### src/hw/chan_pkg.sv
`default_nettype none

package chan_pkg;

    // item layout: payload on top, cc id in the low bits
    localparam int PC_WIDTH   = 8;
    localparam int CC_ID_BITS = 2;
    localparam int CC_COUNT   = 1 << CC_ID_BITS;
    localparam int ITEM_WIDTH = PC_WIDTH + CC_ID_BITS;

    // lane storage
    localparam int FIFO_DEPTH  = 16;
    localparam int COUNT_WIDTH = 5;     // must hold FIFO_DEPTH itself

    // wait estimate, all ones means saturated
    localparam int LATENCY_WIDTH = 10;
    localparam logic [LATENCY_WIDTH-1:0] LATENCY_MAX  = '1;
    localparam logic [LATENCY_WIDTH-1:0] LATENCY_INIT = LATENCY_WIDTH'(1);

    typedef enum logic
    {
        SEL_LANE0 = 1'b0,
        SEL_LANE1 = 1'b1
    } lane_sel_e;

endpackage

`default_nettype wire

### src/hw/chan_fifo.sv
`default_nettype none

module chan_fifo #(
    parameter int WIDTH = 10,
    parameter int DEPTH = 16
)
(
    input  wire logic                            clk,
    input  wire logic                            rst,
    input  wire logic                            wr_en,
    input  wire logic [WIDTH-1:0]                din,
    output logic                                 full,
    input  wire logic                            rd_en,
    output logic      [WIDTH-1:0]                dout,
    output logic                                 empty,
    output logic      [chan_pkg::COUNT_WIDTH-1:0] data_count
);
    localparam int PTR_WIDTH = (DEPTH > 1) ? $clog2(DEPTH) : 1;
    localparam logic [PTR_WIDTH-1:0] LAST_PTR = PTR_WIDTH'(DEPTH - 1);

    logic [WIDTH-1:0]                 mem [DEPTH];
    logic [PTR_WIDTH-1:0]             wr_ptr;
    logic [PTR_WIDTH-1:0]             rd_ptr;
    logic [chan_pkg::COUNT_WIDTH-1:0] count;
    logic                             wr_fire;
    logic                             rd_fire;

    assign full       = (count == chan_pkg::COUNT_WIDTH'(DEPTH));
    assign empty      = (count == '0);
    assign data_count = count;

    assign wr_fire = wr_en && !full;   // writes into a full FIFO are dropped here
    assign rd_fire = rd_en && !empty;

    // first word fall through
    assign dout = mem[rd_ptr];

    always_ff @(posedge clk)
    begin
        if (wr_fire)
            mem[wr_ptr] <= din;
    end

    always_ff @(posedge clk)
    begin
        if (rst)
        begin
            wr_ptr <= '0;
            rd_ptr <= '0;
            count  <= '0;
        end
        else
        begin
            if (wr_fire)
                wr_ptr <= (wr_ptr == LAST_PTR) ? '0 : wr_ptr + 1'b1;
            if (rd_fire)
                rd_ptr <= (rd_ptr == LAST_PTR) ? '0 : rd_ptr + 1'b1;

            case ({wr_fire, rd_fire})
                2'b10:   count <= count + 1'b1;
                2'b01:   count <= count - 1'b1;
                default: count <= count;   // idle, or one in and one out
            endcase
        end
    end

    // pointers meet only when the FIFO is empty or full
    a_ptr_match: assert property (@(posedge clk) disable iff (rst)
        (wr_ptr == rd_ptr) == (full || empty));

endmodule

`default_nettype wire

### src/hw/channel_merge.sv
`default_nettype none

module channel_merge
(
    input  wire logic                                clk,
    input  wire logic                                rst,
    input  wire logic                                lane0_out_valid,
    input  wire logic [chan_pkg::ITEM_WIDTH-1:0]     lane0_out_data,
    output logic                                     lane0_out_ready,
    output logic      [chan_pkg::LATENCY_WIDTH-1:0]  lane0_out_latency,
    input  wire logic [chan_pkg::CC_COUNT-1:0]       lane0_cc_absent,
    input  wire logic                                lane1_out_valid,
    input  wire logic [chan_pkg::ITEM_WIDTH-1:0]     lane1_out_data,
    output logic                                     lane1_out_ready,
    output logic      [chan_pkg::LATENCY_WIDTH-1:0]  lane1_out_latency,
    input  wire logic [chan_pkg::CC_COUNT-1:0]       lane1_cc_absent,
    output logic                                     out_valid,
    output logic      [chan_pkg::ITEM_WIDTH-1:0]     out_data,
    input  wire logic                                out_ready,
    input  wire logic [chan_pkg::LATENCY_WIDTH-1:0]  out_latency,
    output logic      [chan_pkg::CC_COUNT-1:0]       cc_absent
);
    chan_pkg::lane_sel_e                 turn;
    chan_pkg::lane_sel_e                 grant;
    logic [chan_pkg::LATENCY_WIDTH-1:0]  lat_back;

    // turn only matters when both lanes hold data
    always_comb
    begin
        if (lane0_out_valid && lane1_out_valid)
            grant = turn;
        else if (lane1_out_valid)
            grant = chan_pkg::SEL_LANE1;
        else
            grant = chan_pkg::SEL_LANE0;
    end

    always_ff @(posedge clk)
    begin
        if (rst)
            turn <= chan_pkg::SEL_LANE0;
        else if (out_valid && out_ready)
            turn <= (grant == chan_pkg::SEL_LANE0) ? chan_pkg::SEL_LANE1
                                                   : chan_pkg::SEL_LANE0;
    end

    assign out_valid = lane0_out_valid || lane1_out_valid;
    assign out_data  = (grant == chan_pkg::SEL_LANE0) ? lane0_out_data : lane1_out_data;

    assign lane0_out_ready = out_ready && (grant == chan_pkg::SEL_LANE0);
    assign lane1_out_ready = out_ready && (grant == chan_pkg::SEL_LANE1);

    // one extra cycle for the merge stage with saturation
    assign lat_back = (out_latency == chan_pkg::LATENCY_MAX) ? chan_pkg::LATENCY_MAX
                                                             : out_latency + 1'b1;
    assign lane0_out_latency = lat_back;
    assign lane1_out_latency = lat_back;

    // an id is absent only if neither lane holds it
    assign cc_absent = lane0_cc_absent & lane1_cc_absent;

    // a lane served while both wait must yield on the next cycle
    a_alternate: assert property (@(posedge clk) disable iff (rst)
        (lane0_out_valid && lane1_out_valid && out_ready) |=>
            (!(lane0_out_valid && lane1_out_valid) || (grant != $past(grant))));

endmodule

`default_nettype wire

### src/hw/channel_multi_cc.sv
`default_nettype none

module channel_multi_cc
(
    input  wire logic                                clk,
    input  wire logic                                rst,
    input  wire logic                                in_valid,
    input  wire logic [chan_pkg::ITEM_WIDTH-1:0]     in_data,
    output logic                                     in_ready,
    output logic      [chan_pkg::LATENCY_WIDTH-1:0]  in_latency,
    output logic                                     out_valid,
    output logic      [chan_pkg::ITEM_WIDTH-1:0]     out_data,
    input  wire logic                                out_ready,
    input  wire logic [chan_pkg::LATENCY_WIDTH-1:0]  out_latency,
    output logic      [chan_pkg::CC_COUNT-1:0]       cc_absent
);
    logic                                full;
    logic                                empty;
    logic [chan_pkg::COUNT_WIDTH-1:0]    fifo_count;
    logic                                wr_fire;
    logic                                rd_fire;
    logic [chan_pkg::CC_ID_BITS-1:0]     wr_id;
    logic [chan_pkg::CC_ID_BITS-1:0]     rd_id;
    logic [chan_pkg::COUNT_WIDTH-1:0]    cc_count [chan_pkg::CC_COUNT];
    logic [chan_pkg::LATENCY_WIDTH-1:0]  old_latency;
    logic [chan_pkg::LATENCY_WIDTH:0]    lat_sum;   // one spare bit for the carry

    chan_fifo #(
        .WIDTH (chan_pkg::ITEM_WIDTH),
        .DEPTH (chan_pkg::FIFO_DEPTH)
    ) i_fifo (
        .clk        (clk),
        .rst        (rst),
        .wr_en      (wr_fire),
        .din        (in_data),
        .full       (full),
        .rd_en      (rd_fire),
        .dout       (out_data),
        .empty      (empty),
        .data_count (fifo_count)
    );

    assign in_ready  = !full;
    assign out_valid = !empty;
    assign wr_fire   = in_valid && in_ready;
    assign rd_fire   = out_valid && out_ready;
    assign wr_id     = in_data[chan_pkg::CC_ID_BITS-1:0];
    assign rd_id     = out_data[chan_pkg::CC_ID_BITS-1:0];

    // downstream estimate plus one, saturating
    always_ff @(posedge clk)
    begin
        if (rst)
            old_latency <= chan_pkg::LATENCY_INIT;
        else if (out_latency == chan_pkg::LATENCY_MAX)
            old_latency <= chan_pkg::LATENCY_MAX;
        else
            old_latency <= out_latency + 1'b1;
    end

    // a new item waits behind everything already queued
    assign lat_sum    = {1'b0, old_latency} + (chan_pkg::LATENCY_WIDTH + 1)'(fifo_count);
    assign in_latency = (lat_sum > {1'b0, chan_pkg::LATENCY_MAX}) ? chan_pkg::LATENCY_MAX
                                                                  : lat_sum[chan_pkg::LATENCY_WIDTH-1:0];

    always_ff @(posedge clk)
    begin
        if (rst)
        begin
            for (int i = 0; i < chan_pkg::CC_COUNT; i++)
                cc_count[i] <= '0;
        end
        else
        begin
            for (int i = 0; i < chan_pkg::CC_COUNT; i++)
            begin
                case ({wr_fire && (wr_id == i), rd_fire && (rd_id == i)})
                    2'b10:   cc_count[i] <= cc_count[i] + 1'b1;
                    2'b01:   cc_count[i] <= cc_count[i] - 1'b1;
                    default: cc_count[i] <= cc_count[i];
                endcase
            end
        end
    end

    always_comb
    begin
        for (int i = 0; i < chan_pkg::CC_COUNT; i++)
            cc_absent[i] = (cc_count[i] == '0);
    end

    // an item leaving the FIFO must have been counted on entry
    a_no_underflow: assert property (@(posedge clk) disable iff (rst)
        rd_fire |-> (cc_count[rd_id] != '0));

endmodule

`default_nettype wire

### src/hw/channel_pair_top.sv
`default_nettype none

module channel_pair_top
(
    input  wire logic                                clk,
    input  wire logic                                rst,
    input  wire logic                                in_valid,
    input  wire logic [chan_pkg::ITEM_WIDTH-1:0]     in_data,
    output logic                                     in_ready,
    output logic      [chan_pkg::LATENCY_WIDTH-1:0]  in_latency,
    output logic                                     out_valid,
    output logic      [chan_pkg::ITEM_WIDTH-1:0]     out_data,
    input  wire logic                                out_ready,
    input  wire logic [chan_pkg::LATENCY_WIDTH-1:0]  out_latency,
    output logic      [chan_pkg::CC_COUNT-1:0]       cc_absent
);
    // steer side of each lane
    logic                                lane0_in_valid;
    logic [chan_pkg::ITEM_WIDTH-1:0]     lane0_in_data;
    logic                                lane0_in_ready;
    logic [chan_pkg::LATENCY_WIDTH-1:0]  lane0_in_latency;
    logic [chan_pkg::CC_COUNT-1:0]       lane0_cc_absent;
    logic                                lane1_in_valid;
    logic [chan_pkg::ITEM_WIDTH-1:0]     lane1_in_data;
    logic                                lane1_in_ready;
    logic [chan_pkg::LATENCY_WIDTH-1:0]  lane1_in_latency;
    logic [chan_pkg::CC_COUNT-1:0]       lane1_cc_absent;

    // merge side of each lane
    logic                                lane0_out_valid;
    logic [chan_pkg::ITEM_WIDTH-1:0]     lane0_out_data;
    logic                                lane0_out_ready;
    logic [chan_pkg::LATENCY_WIDTH-1:0]  lane0_out_latency;
    logic                                lane1_out_valid;
    logic [chan_pkg::ITEM_WIDTH-1:0]     lane1_out_data;
    logic                                lane1_out_ready;
    logic [chan_pkg::LATENCY_WIDTH-1:0]  lane1_out_latency;

    channel_steer i_steer (
        .in_valid         (in_valid),
        .in_data          (in_data),
        .in_ready         (in_ready),
        .in_latency       (in_latency),
        .lane0_in_valid   (lane0_in_valid),
        .lane0_in_data    (lane0_in_data),
        .lane0_in_ready   (lane0_in_ready),
        .lane0_in_latency (lane0_in_latency),
        .lane0_cc_absent  (lane0_cc_absent),
        .lane1_in_valid   (lane1_in_valid),
        .lane1_in_data    (lane1_in_data),
        .lane1_in_ready   (lane1_in_ready),
        .lane1_in_latency (lane1_in_latency),
        .lane1_cc_absent  (lane1_cc_absent)
    );

    channel_multi_cc i_lane0 (
        .clk         (clk),
        .rst         (rst),
        .in_valid    (lane0_in_valid),
        .in_data     (lane0_in_data),
        .in_ready    (lane0_in_ready),
        .in_latency  (lane0_in_latency),
        .out_valid   (lane0_out_valid),
        .out_data    (lane0_out_data),
        .out_ready   (lane0_out_ready),
        .out_latency (lane0_out_latency),
        .cc_absent   (lane0_cc_absent)
    );

    channel_multi_cc i_lane1 (
        .clk         (clk),
        .rst         (rst),
        .in_valid    (lane1_in_valid),
        .in_data     (lane1_in_data),
        .in_ready    (lane1_in_ready),
        .in_latency  (lane1_in_latency),
        .out_valid   (lane1_out_valid),
        .out_data    (lane1_out_data),
        .out_ready   (lane1_out_ready),
        .out_latency (lane1_out_latency),
        .cc_absent   (lane1_cc_absent)
    );

    channel_merge i_merge (
        .clk               (clk),
        .rst               (rst),
        .lane0_out_valid   (lane0_out_valid),
        .lane0_out_data    (lane0_out_data),
        .lane0_out_ready   (lane0_out_ready),
        .lane0_out_latency (lane0_out_latency),
        .lane0_cc_absent   (lane0_cc_absent),
        .lane1_out_valid   (lane1_out_valid),
        .lane1_out_data    (lane1_out_data),
        .lane1_out_ready   (lane1_out_ready),
        .lane1_out_latency (lane1_out_latency),
        .lane1_cc_absent   (lane1_cc_absent),
        .out_valid         (out_valid),
        .out_data          (out_data),
        .out_ready         (out_ready),
        .out_latency       (out_latency),
        .cc_absent         (cc_absent)
    );

endmodule

`default_nettype wire

### src/hw/channel_steer.sv
`default_nettype none

module channel_steer
(
    input  wire logic                                in_valid,
    input  wire logic [chan_pkg::ITEM_WIDTH-1:0]     in_data,
    output logic                                     in_ready,
    output logic      [chan_pkg::LATENCY_WIDTH-1:0]  in_latency,
    output logic                                     lane0_in_valid,
    output logic      [chan_pkg::ITEM_WIDTH-1:0]     lane0_in_data,
    input  wire logic                                lane0_in_ready,
    input  wire logic [chan_pkg::LATENCY_WIDTH-1:0]  lane0_in_latency,
    input  wire logic [chan_pkg::CC_COUNT-1:0]       lane0_cc_absent,
    output logic                                     lane1_in_valid,
    output logic      [chan_pkg::ITEM_WIDTH-1:0]     lane1_in_data,
    input  wire logic                                lane1_in_ready,
    input  wire logic [chan_pkg::LATENCY_WIDTH-1:0]  lane1_in_latency,
    input  wire logic [chan_pkg::CC_COUNT-1:0]       lane1_cc_absent
);
    logic [chan_pkg::CC_ID_BITS-1:0] cc_id;
    chan_pkg::lane_sel_e             lane_sel;

    assign cc_id = in_data[chan_pkg::CC_ID_BITS-1:0];

    always_comb
    begin
        if (!lane0_cc_absent[cc_id])
            lane_sel = chan_pkg::SEL_LANE0;   // id already lives in lane 0
        else if (!lane1_cc_absent[cc_id])
            lane_sel = chan_pkg::SEL_LANE1;
        else if (lane0_in_ready && lane1_in_ready)
            lane_sel = (lane1_in_latency < lane0_in_latency) ? chan_pkg::SEL_LANE1
                                                             : chan_pkg::SEL_LANE0;
        else if (lane1_in_ready)
            lane_sel = chan_pkg::SEL_LANE1;
        else
            lane_sel = chan_pkg::SEL_LANE0;   // none ready, lane 0 by default
    end

    assign lane0_in_valid = in_valid && (lane_sel == chan_pkg::SEL_LANE0);
    assign lane1_in_valid = in_valid && (lane_sel == chan_pkg::SEL_LANE1);
    assign lane0_in_data  = in_data;
    assign lane1_in_data  = in_data;

    assign in_ready   = (lane_sel == chan_pkg::SEL_LANE0) ? lane0_in_ready : lane1_in_ready;
    assign in_latency = (lane_sel == chan_pkg::SEL_LANE0) ? lane0_in_latency : lane1_in_latency;

    // order per cc id relies on every id living in at most one lane
    always_comb
    begin
        a_single_lane: assert final ((~lane0_cc_absent & ~lane1_cc_absent) == '0);
    end

endmodule

`default_nettype wire

### config.mk
export PLATFORM = sky130hd
export DESIGN_NAME = channel_pair_top
export DESIGN_NICKNAME = d
export VERILOG_FILES = /design/src/hw/chan_pkg.sv /design/src/hw/chan_fifo.sv /design/src/hw/channel_merge.sv /design/src/hw/channel_multi_cc.sv /design/src/hw/channel_pair_top.sv /design/src/hw/channel_steer.sv
export SDC_FILE = /design/constraint.sdc
export NUM_CORES = 1
export LEC_CHECK = 0
export BUFFER_PORTS_ARGS = -buffer_cell sky130_fd_sc_hd__buf_2
export CORE_ASPECT_RATIO = 0.8
export CORE_MARGIN = 3
export CORE_UTILIZATION = 40
export CTS_BUF_LIST = sky130_fd_sc_hd__clkbuf_8 sky130_fd_sc_hd__clkbuf_16
export CTS_CLUSTER_SIZE = 16
export DETAILED_ROUTE_END_ITERATION = 6
export GPL_TIMING_DRIVEN = 0
export PLACE_DENSITY = 0.53
export SETUP_SLACK_MARGIN = 0.2
export SYNTH_ARGS = -nofsm -noshare
export SYNTH_HDL_FRONTEND = slang
export SYNTH_SLANG_ARGS = --single-unit
### constraint.sdc
create_clock -name clk -period 16 [get_ports clk]
set_clock_uncertainty 0.2 [all_clocks]
set_input_delay 1.6 -clock clk [delete_from_list [all_inputs] [get_ports clk]]
set_output_delay 1.6 -clock clk [all_outputs]
set_load 0.01 [all_outputs]
==> summary.md <==
| Metric | Value |
|---|---|
| Hold_buf cts | 0 |
| Post-synthesis xor/xnor area fraction | between 2 and 2.5% |
| Crit path launch type | register |
| Syn Inst Count | 1257 |
| Via count | 10857 |
| Largest net degree at the start of global routing | 34 |
| Rows | 70 |
| Clk Latency, worst-skew pair | 0.57 ns |
| GR Overflow Total | 0 |
| Syn. warnings | 0 |
| Post-synth top area share | 56.9% |
| Slew @ Worst Pin | 1.31 ns |
| DR vias/cell | 5.43 |
| Peak VDD IR | 0.0840 mV |
| Netlist Area Pre-Place | roughly 19000 um^2 |
| DR DRC count | 0 |
| Initial core utilization | 41.0% |
| P_leak | 7.66 nW |
| Pwr/cell area | around 130 nW/um^2 |
| DRT Pass-1 Iters | 5 |
| Final min period | 6.99 ns |
| Post-synthesis compound-gate area fraction | under 10% |
| Fin worst setup slack | ~9 ns |
| CP Cell Sequence | ha_1, fa_1, a211oi_1, nor2_1, o21ai_0, o21ai_0, ha_1, and4_1, and3_1, o221ai_1, and4bb_1, o21ai_1, buf_2, nor2_1, a21oi_1, buf_2 |
| Adder-cell share of the synthesized area | under 10% |
| Data required, critical path | 14.20 ns |
| Syn avg cell area | 15.1 um^2 |
| Data arrival, critical path | 5.19 ns |
| Simple-gate area share of the yosys netlist | 8.09% |
| Die H | approximately 200 um |
| Clk buf depth | 3 |
| Initial antenna violation count | 0 |
| Slowest cell on the critical path | o21ai_1 |
| Iter 0 DRT Violations | 703 |
| Status | complete, no violations |
| Mapped Nets | 1368 |
| RR Startpoint | i_lane1.i_fifo.data_count[0] |
| CP Class | reg2out |
| Seq/Total Area, Yosys | 61.6% |
| Drt wl/cell | 21.2 um |
| Final Hold Fails | 0 |
| DIE WIDTH | 250 um |
| Post-route setup TNS | 0 ns |
| TritonCTS clock tree | done |
| Post-CTS resize count | 0 |
| Mux cell area share after synthesis | approximately an eighth |
| Layout cell share with drive strength beyond 1 | slightly below 20% |
| RSZ-0062 raised after global routing | no |
| Largest area contributor in the netlist | edfxtp_1 |
| Gr usage total | 16.9% |
| Routability cong. | a little under 0.8 |
| Top_reg_cell synth | edfxtp_1 |
| Top Ports | 50 |
| Largest family of logic cells by synthesized area | multiplexers |
| Post-synth EDFFs | 360 |
| TritonCTS buffer count | between 40 and 50 |
| Slew headroom | about 12% |
| Die area | 50200 um^2 |
| Synth area leaders | edfxtp_1 57%, mux4_2 12%, ha_1 5.1%, dfxtp_1 4.7%, nor2_1 2.2% |
| Clk pin slew, worst setup/hold paths | 0.06 ns |
| H-tree depth | 2 |
| DP HPWL | ~29000 um |
| Fin crit share | 43.7% |
| Synth Register Bits | around 400 |
| CTS root buffer | clkbuf_16 |
| Area Overhead vs Synth | 13.0% |
| Post-CTS Setup Inserts | 0 |
| Final Net Count | 1466 |
| Clock tree sinks | 405 |
| Final Core Density | 46.4% |
| Cell variety after synth | 76 |
| Final wirelength | 42300 um |
| Worst stage delay on the critical path | ~0.6 ns |
| Final ANT Viol Nets | 0 |
| Async S/R FF share, synth | 0% |
| Area of the core | between 40000 and 50000 um^2 |
| Final slew viol count | 0 |
| Setup Viol. Count Final | 0 |
| Maximum capacitance violations | 0 |
| Hold_sp | i_lane0.i_fifo.rd_ptr[3] |
| Worst Setup End Kind | output pin |
| F_max | 143 MHz |
| IO Port Bufs | 46 |
| Critical Path Fanout Max | 10 |
| First-pass GRT wire length | 65400 um |
| Critical path origin | i_lane1.i_fifo.data_count[0] |
| # diodes | 0 |
| Vias in the first global route | approximately 11000 |
| Dpl ws | 9.65 ns |
| Type of the tightest min-delay check | reg2reg |
-- logic make-up after synthesis --
kind of cell | count (synthesis)
flip-flops | 405
AO/OA/AOI/OAI | 176
multiplexers | 121
XOR/XNOR | 52
AND/OR/NAND/NOR | 318
buffers and inverters | 98
adder cells (fa/ha/maj) | 87
-- cell usage in the layout, fill, tap and decap left out, types with 29 or more instances in the layout --
cell type  count
edfxtp_1     360
mux4_2       100
dfxtp_1       45
a21oi_1       60
nand2_1       71
o21ai_0       34
inv_1         61
ha_1          77
nor2_1       110
xnor2_1       29
clkbuf_16     43
buf_2         59
-- through the flow --
| step | hold WS [ns] | total power, W | instance area (um^2) | cells |
|---|---|---|---|---|
| 2_1_floorplan | 0.273 | 0.00163 | 19000 | 1257 |
| 3_3_place_gp | 0.302 | 0.00179 | 20000 | 1915 |
| 3_5_place_dp | 0.310 | 0.00180 | 20100 | 1921 |
| 4_1_cts | 0.320 | 0.00279 | 21500 | 2000 |
| 5_1_grt | 0.349 | 0.00289 | 21500 | 2001 |
| 6_report | 0.325 | 0.00275 | 21500 | 2001 |
-- power by group --
| part | leakage [nW] | internal [W] | switching [W] |
|---|---|---|---|
| logic | 3.26 | 0.000238 | 0.000302 |
| clock network | 0.738 | 0.000559 | 0.000418 |
| registers | 3.66 | 0.00120 | 0.0000351 |
-- final cells by class --
| type | instances | area (um^2) |
|---|---|---|
| Tap cell | 612 | 766 |
| Timing Repair Buffer | 53 | 313 |
| Sequential cell | 405 | 11700 |
| Clock buffer | 43 | 1080 |
| Buffer | 48 | 254 |
| Multi-Input combinational cell | 754 | 6870 |
| Inverter | 50 | 190 |
| Clock inverter | 36 | 304 |
| Fill cell | 4014 | 24800 |
-- synthesized netlist by cell type, drive strengths merged, types with 6 or more instances --
| library cell | n |
|---|---|
| fa | 10 |
| xnor2 | 29 |
| buf | 30 |
| a21o | 23 |
| inv | 50 |
| a21oi | 62 |
| nand2 | 71 |
| o21ai | 35 |
| nor3 | 17 |
| and2 | 11 |
| mux2i | 8 |
| mux2 | 10 |
| clkbuf | 18 |
| ha | 77 |
| or3 | 9 |
| edfxtp | 360 |
| nor2b | 17 |
| and3 | 27 |
| dfxtp | 45 |
| xor2 | 23 |
| o31ai | 10 |
| nand2b | 9 |
| or2 | 6 |
| mux4 | 103 |
| nor2 | 111 |
| nand3 | 21 |
-- final timing paths --
kind | end | slack (ns) | cells past startpoint
hold / removal | i_lane0.i_fifo.rd_ptr[3] | 0.33 | 2
hold reg to reg | i_lane0.i_fifo.rd_ptr[3] | 0.33 | 2
setup / recovery | in_latency[2] | 9.01 | 16
setup reg to reg | i_lane0.cc_count[1][4] | 9.87 | 22
-- layer usage --
layer	vias up	track usage, %	wire length, um
met4	0	4.56	895
met1	5482	25.5	20500
met2	246	25.6	18900
met3	61	2.47	2070
met5	-	0	0
li1	5068	-	-
-- state kept, by name, summed over array words and instances, names as in the netlist, named ones only --
signal                     cells
i_lane0.cc_count              20
i_lane0.i_fifo.data_count      5
i_lane0.i_fifo.mem           160
i_lane0.i_fifo.rd_ptr          4
i_lane0.i_fifo.wr_ptr          4
i_lane0.old_latency           10
i_lane1.cc_count              20
i_lane1.i_fifo.data_count      5
i_lane1.i_fifo.mem           160
i_lane1.i_fifo.rd_ptr          4
i_lane1.i_fifo.wr_ptr          4
i_merge.turn                   1
-- worst max-delay path: cells and delay by family (launching register included) --
kind / cells / cell delay [ns]
buffers and inverters: 2 / 0.49
adder cells (fa/ha/maj): 3 / 0.98
AND/OR/NAND/NOR: 5 / 0.87
flip-flops: 1 / 0.35
AO/OA/AOI/OAI: 6 / 1.93
Power figures use the tool's default switching activity.
